===== src/mem_settings.svh =====
`ifndef MEM_SETTINGS_SVH
`define MEM_SETTINGS_SVH

// data path width of both AXI ports and the RAM
`define MEM_DATA_W 32

// byte address width seen by each controller
`define MEM_AXI_ADDR_W 16

// 4 KiB of storage, shared by imem and dmem
`define MEM_WORDS 1024

// word index into the array
`define MEM_IDX_W 10

`endif


===== src/mem_pkg.sv =====
`default_nettype none

package mem_pkg;

	// one outstanding transaction per port
	typedef enum logic [2:0] {
		ST_IDLE  = 3'd0,
		ST_WRITE = 3'd1,
		ST_BRESP = 3'd2,
		ST_READ  = 3'd3,
		ST_RDATA = 3'd4
	} ctrl_state_e;

	// only the two codes this slave can return
	typedef enum logic [1:0] {
		RESP_OKAY   = 2'b00,
		RESP_SLVERR = 2'b10
	} axi_resp_e;

endpackage

`default_nettype wire


===== src/bram_axi_ctrl.sv =====
`timescale 1ns/1ps
`default_nettype none

`include "mem_settings.svh"

// Fixed latency: with the handshake at edge N, the RAM access happens in the
// cycle after N and bvalid/rvalid are high after edge N+1.
module bram_axi_ctrl (
	input  logic                           clk,
	input  logic                           arst_n,

	input  logic [`MEM_AXI_ADDR_W-1:0]     awaddr,
	input  logic                           awvalid,
	output logic                           awready,

	input  logic [`MEM_DATA_W-1:0]         wdata,
	input  logic [`MEM_DATA_W/8-1:0]       wstrb,
	input  logic                           wvalid,
	output logic                           wready,

	output mem_pkg::axi_resp_e             bresp,
	output logic                           bvalid,
	input  logic                           bready,

	input  logic [`MEM_AXI_ADDR_W-1:0]     araddr,
	input  logic                           arvalid,
	output logic                           arready,

	output logic [`MEM_DATA_W-1:0]         rdata,
	output mem_pkg::axi_resp_e             rresp,
	output logic                           rvalid,
	input  logic                           rready,

	output logic                           bram_en,
	output logic [`MEM_DATA_W/8-1:0]       bram_we,
	output logic [`MEM_IDX_W-1:0]          bram_idx,
	output logic [`MEM_DATA_W-1:0]         bram_wrdata,
	input  logic [`MEM_DATA_W-1:0]         bram_rddata
);

	import mem_pkg::*;

	ctrl_state_e state;
	logic        wr_pair;
	logic        wr_ok;
	logic        rd_ok;
	logic        err;

	// a write is only taken with its data
	assign wr_pair = awvalid && wvalid;

	// bits 1:0 are ignored, anything at or above MEM_WORDS words is an error
	assign wr_ok = awaddr[`MEM_AXI_ADDR_W-1:2] < `MEM_WORDS;
	assign rd_ok = araddr[`MEM_AXI_ADDR_W-1:2] < `MEM_WORDS;

	assign awready = (state == ST_IDLE) && wr_pair;
	assign wready  = awready;
	// write pair wins over a pending read
	assign arready = (state == ST_IDLE) && arvalid && !wr_pair;

	assign bresp = err ? RESP_SLVERR : RESP_OKAY;
	assign rresp = err ? RESP_SLVERR : RESP_OKAY;

	// RAM output register holds while en stays low, so rdata is stable under back-pressure
	assign rdata = err ? '0 : bram_rddata;

	always_ff @(posedge clk or negedge arst_n) begin
		if (!arst_n) begin
			state   <= ST_IDLE;
			bram_en <= 1'b0;
			bram_we <= '0;
			bvalid  <= 1'b0;
			rvalid  <= 1'b0;
		end else begin
			case (state)
				ST_IDLE: begin
					if (awready) begin
						bram_en <= wr_ok;
						bram_we <= wr_ok ? wstrb : '0;
						state   <= ST_WRITE;
					end else if (arready) begin
						bram_en <= rd_ok;
						bram_we <= '0;
						state   <= ST_READ;
					end
				end
				ST_WRITE: begin
					// RAM takes the write at this edge
					bram_en <= 1'b0;
					bram_we <= '0;
					bvalid  <= 1'b1;
					state   <= ST_BRESP;
				end
				ST_BRESP: begin
					if (bready) begin
						bvalid <= 1'b0;
						state  <= ST_IDLE;
					end
				end
				ST_READ: begin
					bram_en <= 1'b0;
					rvalid  <= 1'b1;
					state   <= ST_RDATA;
				end
				ST_RDATA: begin
					if (rready) begin
						rvalid <= 1'b0;
						state  <= ST_IDLE;
					end
				end
				default: begin
					bram_en <= 1'b0;
					bram_we <= '0;
					bvalid  <= 1'b0;
					rvalid  <= 1'b0;
					state   <= ST_IDLE;
				end
			endcase
		end
	end

	// address, data and error flag, loaded at the handshake
	always_ff @(posedge clk) begin
		if (awready) begin
			bram_idx    <= awaddr[`MEM_IDX_W+1:2];
			bram_wrdata <= wdata;
			err         <= !wr_ok;
		end else if (arready) begin
			bram_idx <= araddr[`MEM_IDX_W+1:2];
			err      <= !rd_ok;
		end
	end

	a_one_response: assert property (
		@(posedge clk) disable iff (!arst_n)
		!(bvalid && rvalid)
	);

	// response and its code are held until the master takes them
	a_bvalid_hold: assert property (
		@(posedge clk) disable iff (!arst_n)
		bvalid && !bready |=> bvalid && $stable(bresp)
	);

	a_we_needs_en: assert property (
		@(posedge clk) disable iff (!arst_n)
		(bram_we != '0) |-> bram_en
	);

endmodule

`default_nettype wire


===== config.mk =====
export PLATFORM = sky130hd
export DESIGN_NAME = bram_axi_ctrl
export DESIGN_NICKNAME = d
export VERILOG_FILES = /design/src/mem_pkg.sv /design/src/bram_axi_ctrl.sv
export VERILOG_INCLUDE_DIRS = /design/src
export SDC_FILE = /design/constraint.sdc
export NUM_CORES = 1
export LEC_CHECK = 0
export BUFFER_PORTS_ARGS = -buffer_cell sky130_fd_sc_hd__buf_2
export CORE_ASPECT_RATIO = 0.5
export CORE_MARGIN = 8
export CORE_UTILIZATION = 35
export CTS_BUF_LIST = sky130_fd_sc_hd__clkbuf_4 sky130_fd_sc_hd__clkbuf_8
export CTS_CLUSTER_SIZE = 12
export DETAILED_ROUTE_END_ITERATION = 8
export PLACE_DENSITY = 0.82
export SLEW_MARGIN = 20
export SYNTH_ARGS = -nofsm -noshare
export SYNTH_HDL_FRONTEND = slang
export SYNTH_SLANG_ARGS = --single-unit

===== constraint.sdc =====
create_clock -name clk -period 1.7 [get_ports clk]
set_input_delay 0.17 -clock clk [delete_from_list [all_inputs] [get_ports clk]]
set_output_delay 0.17 -clock clk [all_outputs]
set_load 0.01 [all_outputs]

==> results of run 1 <==
==> logic make-up (layout without fill, tap and decap cells) <==
logic type             Yosys count  after routing
buffers and inverters           13            224
AOI/OAI and AO/OA               15             15
DFF                             53             53
and+or+nand+nor                 57             57
muxes                           10             10
other                            1              2
==> how the worst max path moves through the flow <==
| stage | endpoint | slack (ps) | cells past startpoint |
|---|---|---|---|
| 3_5_place_dp | bram_idx[1] | 70 | 5 |
| 2_1_floorplan | bram_idx[0] | -10 | 6 |
| 6_report | bram_idx[1] | 40 | 6 |
| 3_3_place_gp | bram_idx[8] | 120 | 5 |
| 5_1_grt | wready | -60 | 6 |
| 4_1_cts | bram_idx[1] | 0.7 | 6 |
==> registers in the layout, summed over array words and instances, names as in the netlist <==
name         count
bram_wrdata     32
bram_idx        10
bvalid           1
bram_we          4
err              1
rvalid           1
bram_en          1
state            3
==> metal layers <==
layer	GRT usage (%)	share of wire, %	routed length [microns]	up-vias
met2	31.04	61	4639	30
met1	13.40	34	2543	955
met5	0	0	0	-
li1	-	-	-	948
met4	4.774	1.8	136	0
met3	2.851	3.2	242	12
==> metrics by stage <==
step / hold slack [ps] / setup slack, ps / utilization [%]
final: 33.96 / 35.42 / 59.14
after global routing: 10.73 / -57.02 / 59.14
after CTS: 27.23 / 0.6606 / 57.27
after detailed placement: 39.79 / 73.87 / 54.06
after global placement: 36.77 / 118.6 / 54.06
after floorplan: -125.6 / -10.98 / -
==> cell usage after synthesis, drive strengths merged <==
cell type  number
conb            1
nand2b          1
nor3            4
o21ai           3
or4             1
edfxtp         43
mux2           10
nor4            1
o21a            1
dfrtp          10
nand3b          1
inv             1
nand2           7
buf             8
a32o            4
and3            1
nor2b          33
nor2            6
o32ai           1
nand3           1
o21bai          1
or3             1
a21oi           5
clkbuf          4
==> power by group through the flow <==
| stage | Sequential (mW) | Combinational, mW | Clock (mW) |
|---|---|---|---|
| after floorplan | 1.93 | 0.596 | 0 |
| after global placement | 1.81 | 1.24 | 0 |
| after detailed placement | 1.82 | 1.27 | 0 |
| after CTS | 1.79 | 1.39 | 0.740 |
| after global routing | 1.83 | 1.62 | 0.789 |
| final | 1.80 | 1.52 | 0.726 |
==> layout make-up <==
cell class / count / area share [%]
clock buffer: 5 / 1.906
tap: 88 / 3.049
clock inverter: 3 / 0.7277
multi-input combinational: 84 / 17.53
inverter: 1 / 0.1040
timing repair buffer: 215 / 33.99
sequential: 53 / 42.69
==> cell usage in the layout, fill, tap and decap left out, types with 4 or more instances in the layout <==
master	synthesis	routed
buf_2	1	186
nor2b_1	33	33
dfrtp_1	10	10
nor2_1	6	5
nand2_1	7	7
a21oi_1	4	4
clkbuf_8	0	5
mux2_4	0	7
edfxtp_1	43	43
buf_4	5	20
==> timing repair <==
item	CTS	global route
endpoints found under the setup margin	2	9
hold buffers	1	0
cloned	1	0
hold endpoints to repair	10	0
gates resized for setup	6	12
pin swaps	2	4
buffers inserted	4	10
==> results by group, run 1 <==
Yosys
  – Yosys warning count: 0
  – Post-synth top area cell: edfxtp_1
  – Post-synthesis adder-cell area fraction: 0%
  – Multiplexer area fraction after synthesis: 5.082%
  – Sequential area share after synthesis: 69.57%
  – Compound-Gate Fraction of Synth Area: 5.364%
  – Post-Syn Area: 2216 sq um
  – Syn avg cell area: 14.87 sq um
  – Synth cell types: 29
  – Largest family of logic cells by synthesized area: simple AND/OR/NAND/NOR gates
  – Post-Syn Instances: 149
  – Yosys top cell area share: 58.27%
  – Simple logic cell fraction of the synthesized area: 16.04%
  – XOR/XNOR Fraction of Synth Area: 0%
  – Synth area leaders: edfxtp_1 58%, dfrtp_1 11%, nor2b_1 9.3%
  – Synthesized flop and latch total: 53

Placement
  – Placed instance area: 3301 sq um
  – GP Congestion: 0.7792
  – Post-DP HPWL: 5911 microns
  – Placed instance count: 426
  – PortBufs: 188

STA
  – Fmax: 600.8 MHz
  – Setup_tns: 0 ps
  – Final Skew: 6.881 ps
  – Setup violators final: 0
  – Period utilization: 97.92%
  – Crit path time final: 1665 ps
  – Endpoints failing hold: 0
  – Max-slew violation count: 0
  – RSZ-0062 raised after global routing: true

Worst setup path
  – Slowest CP cell: dfrtp_1
  – Buffers & Inverters on Critical Path: 3
  – CP startpoint: state[0]
  – CP max stage delay: 410 ps
  – Crit Path Category: flip-flop to flip-flop
  – Endpoint type of the worst setup path: flip-flop
  – Critical path arrival: 1720 ps
  – R2R setup slack: 40 ps
  – CP top delay family: flip-flops
  – FF-to-FF End: bram_idx[1]
  – Crit start category: flip-flop
  – R2r startpoint: state[0]
  – Worst r2r path cells: 6
  – Cell chain of the critical path: nor3_2 -> nand3_1 -> inv_2 -> buf_12 -> buf_8 -> mux2_4
  – Worst endpoint required time: 1760 ps
  – Highest net fanout along the worst path: 7

Detailed routing
  – DRT iter0 DRCs: 81
  – DRC Markers: 0
  – Drt wl/cell: 16.84 microns
  – Final WL: 7561 microns
  – Post-route ant nets: 0
  – DR vias: 1945
  – DR vias/cell: 4.332
  – DRT Pass-1 Iters: 4

Cells and area
  – Register area: 1541 sq um
  – Antenna diode instance count: 0
  – Area grow syn2layout: 62.96%
  – Multi-input combinational cell area: 633.1 sq um
  – Share of cells above drive strength 1: 66.76%
  – Final net count: 467
  – Fillers: 503
  – Fin cells: 449
  – Fin area: 3611 sq um

GRT
  – Largest net degree at the start of global routing: 35
  – GRT overflow: 0
  – Total global-route track usage: 14.52%
  – Global-route wire length before repair: 10340 microns
  – Vias in the first global route: 1908
  – Initial antenna violation count: 0

Clock tree
  – TritonCTS Sinks: 53
  – Inserted Clock Buffers: 5
  – Max clock buf depth: 2
  – Clk slew on worst S/H paths: 100 ps
  – Clk root buf: clkbuf_8
  – Clock tree from TritonCTS: built
  – Worst-Skew Late Latency: 300 ps
  – H-tree levels: 2

Worst hold path
  – Hold Crit Depth: 1
  – Worst Hold Class: input port to flip-flop
  – Worst hold endpoint: bram_wrdata[17]
  – Hold Crit Start: wdata[17]

Pwr
  – Comb pwr share: 37.5%
  – Maximum VDD drop: 0.0005208 V
  – Net Sw Power: 1.294 mW
  – Int Pwr: 2.752 mW
  – Leakage power: 1.759 nW
  – Net Sw Frac: 31.98%
  – Clock Power Share: 18.0%
  – Total power: 4.046 mW
  – Power per cell area: 1120 nW/um^2
  – Sequential power share: 44.6%

Status
  – Status: completed

Floorplanning
  – Die span in y: 72.27 microns
  – Initial core utilization: 36.29%
  – # IOs: 195
  – Total core area: 6106 sq um
  – Die footprint: 9288 sq um
  – Number of core rows: 20
  – Die X: 128.5 microns

Flow run
  – Max cap viols: 0
Power figures use the tool's default switching activity.
==> inputs of run 2 (changes only) <==
--- a/config.mk
+++ b/config.mk
@@ -6,14 +6,16 @@
 export SDC_FILE = /design/constraint.sdc
 export NUM_CORES = 1
 export LEC_CHECK = 0
+export ABC_AREA = 1
 export BUFFER_PORTS_ARGS = -buffer_cell sky130_fd_sc_hd__buf_2
+export CAP_MARGIN = 10
 export CORE_ASPECT_RATIO = 0.5
 export CORE_MARGIN = 8
-export CORE_UTILIZATION = 35
+export CORE_UTILIZATION = 36
 export CTS_BUF_LIST = sky130_fd_sc_hd__clkbuf_4 sky130_fd_sc_hd__clkbuf_8
 export CTS_CLUSTER_SIZE = 12
 export DETAILED_ROUTE_END_ITERATION = 8
-export PLACE_DENSITY = 0.82
+export PLACE_DENSITY = 0.83
 export SLEW_MARGIN = 20
 export SYNTH_ARGS = -nofsm -noshare
 export SYNTH_HDL_FRONTEND = slang
==> results by group, run 2 <==
Status
  – Status: completed

Placement
  – PortBufs: 188
  – Placed instance count: 501
  – GP Congestion: 0.8562
  – Post-DP HPWL: 6519 microns

Yosys
  – Most frequent cell after synthesis: nand2_1
  – Primary FF master, synth: edfxtp_1
  – Synth area leaders: edfxtp_1 56%, dfrtp_1 11%, nand2_1 9.0%
  – Asr flop ratio synth: 18.87%
  – Post-synth top area cell: edfxtp_1
  – Post-Syn Instances: 230
  – Sequential area share after synthesis: 66.27%
  – Synthesized flop and latch total: 53
  – Synth cell types: 26
  – Post-Syn Area: 2326 sq um
  – Yosys top cell area share: 55.51%
  – Post-synth EDFFs: 43
  – Leading cell types by count after synthesis: 56 x nand2_1, 45 x inv_1, 43 x edfxtp_1
  – Syn avg cell area: 10.11 sq um
  – Yosys warning count: 0

Cells and area
  – Antenna diode instance count: 0
  – Top Registers: bram_wrdata: 32 flops, bram_idx: 10 flops, bram_we: 4 flops
  – Largest register FFs: 32
  – Most common cell after layout, fill and taps aside: buf_2
  – Largest Register: bram_wrdata
  – Util after Layout: 57.38%
  – Final net count: 533
  – Fin cells: 515
  – Share of cells above drive strength 1: 53.63%
  – Area grow syn2layout: 51.86%
  – Most frequent cells in the layout: 188 x buf_2, 56 x nand2_1, 45 x inv_1

STA
  – Setup_tns: 0 ps
  – Crit path time final: 1608 ps
  – Final Skew: 3.351 ps
  – Fmax: 621.9 MHz
  – Hold Slack: 42.53 ps
  – Endpoints failing hold: 0
  – Max-slew violation count: 0
  – Period utilization: 94.58%
  – Setup violators final: 0

Pwr
  – Net Sw Power: 1.342 mW
  – Maximum VDD drop: 0.0004450 V
  – Total power: 3.967 mW
  – Clock Power Share: 18.5%
  – Sequential power share: 45.6%
  – Int Pwr: 2.625 mW
  – Net Sw Frac: 33.83%
  – Comb pwr share: 36.0%
  – Power per cell area: 1123 nW/um^2
  – Leakage power: 1.979 nW

Detailed routing
  – DRT Pass-1 Iters: 4
  – DR vias: 2200
  – DRT iter0 DRCs: 122
  – DR vias/cell: 4.272
  – Drt wl/cell: 15.60 microns
  – Post-route ant nets: 0
  – Final WL: 8036 microns
  – DRC Markers: 0

Worst setup path
  – CP max stage delay: 450 ps
  – Slowest CP cell: dfrtp_2
  – Crit start category: flip-flop
  – Highest net fanout along the worst path: 19
  – CP startpoint: state[0]
  – Buffers & Inverters on Critical Path: 3
  – Cell chain of the critical path: inv_4 -> nand3_4 -> nor2_4 -> buf_12 -> buf_2
  – R2r startpoint: state[2]
  – Crit Path Category: flip-flop to primary output
  – Worst endpoint required time: 1530 ps
  – Endpoint type of the worst setup path: primary output
  – CP top delay family: flip-flops
  – Critical path arrival: 1440 ps

GRT
  – M3 GR Usage: 2.843%
  – M2 GR Usage: 31.12%
  – Largest net degree at the start of global routing: 39
  – Global Route met1 Usage: 15.13%
  – Initial antenna violation count: 0
  – Vias in the first global route: 2082
  – Total global-route track usage: 15.18%
  – GRT overflow: 0
  – Busiest grt layer: met2
  – Global-route wire length before repair: 10980 microns

Clock tree
  – Clock tree from TritonCTS: built
  – Clk slew on worst S/H paths: 90 ps
  – H-tree levels: 2
  – Inserted Clock Buffers: 5
  – Worst-Skew Late Latency: 300 ps
  – TritonCTS Sinks: 53
  – Clk root buf: clkbuf_8
  – Max clock buf depth: 2

Flow run
  – Max cap viols: 0

Floorplanning
  – Initial core utilization: 37.78%
  – # IOs: 195
  – Number of core rows: 20
  – Die X: 129.7 microns
  – Total core area: 6156 sq um
  – Die footprint: 9446 sq um
  – Die span in y: 72.84 microns

Worst hold path
  – Hold Crit Start: wdata[11]
  – Worst Hold Class: input port to flip-flop
==> run 2: cell count changes after synthesis, moves of 2 or more <==
cell,delta
nor2_1,+29
nand3_2,+3
mux2_1,-10
nor2b_1,-33
a32o_2,-3
nand2_2,+4
o21ai_1,-2
inv_1,+45
inv_2,+4
nor3_1,-2
nor2_2,+2
nand2_1,+49
==> run 2: kinds of logic after synthesis <==
group | synth area share (%)
other | 0.1612
AO/OA/AOI/OAI | 1.344
AND/OR/NAND/NOR | 20.98
buffers and inverters | 11.24
flip-flops | 66.27
==> run 2: final cells by class <==
class | count | area (sq um)
multi-input cells | 117 | 538.0
repair buffers | 198 | 1049
well taps | 88 | 110.1
flip-flops and latches | 53 | 1544
clock buffers | 8 | 97.59
inverters | 51 | 193.9
fillers | 542 | 2624
==> run 2: through the flow <==
step	area [sq um]	setup WS (ps)
detailed placement	3359	219.9
finish	3532	92.12
global route	3532	-18.44
CTS	3467	2.687
global placement	3359	240.8
floorplan	2333	177.2
==> run 2: power by group through the flow <==
stage / clock network (mW) / registers, mW / logic, mW
after floorplan: 0 / 1.94 / 0.640
after global placement: 0 / 1.83 / 1.26
after detailed placement: 0 / 1.85 / 1.29
after CTS: 0.752 / 1.82 / 1.30
after global routing: 0.804 / 1.83 / 1.55
final: 0.733 / 1.81 / 1.43
==> run 2: worst register-to-register path: stages, from the launching register on <==
cell and delay [ps]:
dfrtp_1 410, inv_2 100, nand2_2 100, nor2_2 130, inv_1 130, a21oi_2 140, buf_4 210
==> run 2: per-layer routing <==
layer | wire (microns) | vias up
met5 | 0 | -
met1 | 2712 | 1041
met2 | 4730 | 64
li1 | - | 1084
met3 | 475 | 11
met4 | 118 | 0
==> run 2: worst paths after layout <==
path | to | slack [ps] | depth (start not counted)
hold reg to reg | bram_we[3] | 470 | 2
setup / recovery | wready | 90 | 5
setup reg to reg | bram_idx[9] | 180 | 6
max in group asynchronous | state[1] | 1240 | 2
hold / removal | bram_wrdata[11] | 40 | 1
min in group asynchronous | bram_we[0] | 250 | 2
==> run 2: timing repair <==
item                                    in CTS  in global routing
hold buffers                                 1                  0
endpoints found under the setup margin       0                  3
setup buffers                                0                  4
resized for setup                            0                  4
endpoints found under the hold margin       10                  0
==> inputs of run 3 (changes only) <==
==> constraint.sdc (replaced) <==
create_clock -name clk -period 1.41 [get_ports clk]
set_input_delay 0.141 -clock clk [delete_from_list [all_inputs] [get_ports clk]]
set_output_delay 0.141 -clock clk [all_outputs]
set_load 0.01 [all_outputs]
==> results by group, run 3 (synthesis results as in run 2) <==
Cells and area
  – Area grow syn2layout: 67.89%
  – Most common cell after layout, fill and taps aside: buf_2
  – Top Registers: bram_wrdata: 32 flops, bram_idx: 10 flops, bram_we: 4 flops
  – Most frequent cells in the layout: 186 x buf_2, 55 x nand2_1, 44 x inv_1
  – Final net count: 564
  – Util after Layout: 63.43%
  – Share of cells above drive strength 1: 53.28%
  – Largest Register: bram_wrdata
  – Fillers: 535
  – Largest register FFs: 32
  – Antenna diode instance count: 0

Pwr
  – Total power: 5.180 mW
  – Leakage power: 2.126 nW
  – Clock Power Share: 16.9%
  – Int Pwr: 3.376 mW
  – Comb pwr share: 41.2%
  – Power per cell area: 1326 nW/um^2
  – Maximum VDD drop: 0.0005473 V
  – Net Sw Frac: 34.83%
  – Net Sw Power: 1.804 mW
  – Sequential power share: 41.9%

Worst setup path
  – Worst endpoint required time: 1270 ps
  – Critical path arrival: 1330 ps
  – R2r startpoint: state[0]
  – Worst r2r path cells: 5
  – CP max stage delay: 460 ps
  – FF-to-FF End: bram_wrdata[7]
  – R2R setup slack: 20 ps
  – Slowest CP cell: dfrtp_2
  – Highest net fanout along the worst path: 4
  – Crit Path Category: flip-flop to primary output
  – Cell chain of the critical path: inv_4 -> nand3_4 -> nor2_4 -> buf_12 -> buf_6
  – Crit start category: flip-flop
  – Endpoint type of the worst setup path: primary output

Clock tree
  – Clk root buf: clkbuf_8
  – Clock tree from TritonCTS: built
  – H-tree levels: 2
  – TritonCTS Sinks: 53
  – Max clock buf depth: 2
  – Clk slew on worst S/H paths: 100 ps
  – Worst-Skew Late Latency: 310 ps
  – Inserted Clock Buffers: 5

Floorplanning
  – Die span in y: 72.84 microns
  – # IOs: 195
  – Initial core utilization: 37.78%
  – Total core area: 6156 sq um
  – Number of core rows: 20
  – Die footprint: 9446 sq um
  – Die X: 129.7 microns

Detailed routing
  – DRC Markers: 0
  – Post-route ant nets: 0
  – DR vias: 2310
  – Final WL: 8542 microns
  – DRT iter0 DRCs: 148
  – DR vias/cell: 4.231
  – Drt wl/cell: 15.64 microns
  – DRT Pass-1 Iters: 4

STA
  – Max-slew violation count: 0
  – Period utilization: 104.6%
  – Hold Slack: 8.741 ps
  – Crit path time final: 1475 ps
  – Final Skew: 8.188 ps
  – Setup violators final: 3
  – Endpoints failing hold: 0
  – Setup_tns: -177.2 ps
  – RSZ-0062 raised after global routing: true
  – Fmax: 678.0 MHz
  – PnR worst setup slack: -64.82 ps

GRT
  – Global-route wire length before repair: 11680 microns
  – Vias in the first global route: 2247
  – Largest net degree at the start of global routing: 35
  – Total global-route track usage: 16.31%
  – GRT overflow: 0
  – Initial antenna violation count: 0

Flow run
  – Max cap viols: 0

Worst hold path
  – Worst Hold Class: input port to flip-flop
  – Hold Crit Start: wdata[22]
  – Worst hold endpoint: bram_wrdata[22]
  – Hold Crit Depth: 1

Status
  – Status: finished with violations
  – Failing checks: negative setup slack

Placement
  – PortBufs: 188
  – Post-DP HPWL: 6457 microns
  – GP Congestion: 0.8244
-- run 3: cell types whose count changed in the layout (fill, tap and decap cells not counted), moves of 2 or more --
| cell | delta |
|---|---|
| buf_4 | +4 |
| nor2_4 | +4 |
| buf_2 | -2 |
| buf_6 | +5 |
| dlygate4sd3_1 | +22 |
| nor2_1 | -5 |
| buf_12 | +2 |
-- run 3: how the worst max path moves through the flow --
stage	slack [ps]	to	startpoint
5_1_grt	-110	arready	state[2]
3_5_place_dp	20	bram_idx[7]	state[2]
6_report	-60	wready	state[0]
2_1_floorplan	0.2	bram_idx[0]	state[1]
4_1_cts	-60	bram_wrdata[22]	state[0]
3_3_place_gp	50	bram_idx[7]	state[2]
-- run 3: per-layer routing --
metal / global-route usage (%) / wire, microns / up-vias
met4: 5.867 / 161 / 0
met2: 32.61 / 4961 / 77
met3: 3.936 / 561 / 15
met1: 16.09 / 2857 / 1068
li1: - / - / 1150
met5: 0 / 0 / -
-- run 3: area by class of cell --
| cell class | instances | area (sq um) | area share [%] |
|---|---|---|---|
| sequential | 53 | 1543 | 39.51 |
| clock inverter | 2 | 13.76 | 0.3525 |
| multi-input combinational | 117 | 593.1 | 15.19 |
| timing repair buffer | 229 | 1375 | 35.21 |
| tap | 88 | 110.1 | 2.820 |
| inverter | 51 | 193.9 | 4.966 |
| clock buffer | 6 | 76.32 | 1.954 |
-- run 3: stage by stage --
step	cells	area (sq um)	worst slack [ps]
6_report	546	3905	-64.82
5_1_grt	546	3905	-110.5
4_1_cts	539	3827	-55.82
3_5_place_dp	504	3415	21.17
3_3_place_gp	504	3415	48.46
2_1_floorplan	231	2341	0.2203
-- run 3: power by group through the flow --
stage | combinational, mW | sequential (mW) | clock (mW)
6_report | 2.14 | 2.17 | 0.874
4_1_cts | 2.01 | 2.17 | 0.900
2_1_floorplan | 0.787 | 2.34 | 0
5_1_grt | 2.31 | 2.19 | 0.949
3_5_place_dp | 1.71 | 2.21 | 0
3_3_place_gp | 1.68 | 2.20 | 0
-- run 3: worst max-delay path, delay by kind of cell, from the launching register on --
family,cells,cell delay (ps)
AND/OR/NAND/NOR,2,260
buffers and inverters,3,310
flip-flops,1,460
-- run 3: timing repair --
item,in CTS,in global routing
resized for setup,13,10
endpoints found under the setup margin,6,45
hold buffers,18,5
cloned,1,0
buffers inserted,8,3
pin swaps,2,3
hold endpoints to repair,27,5
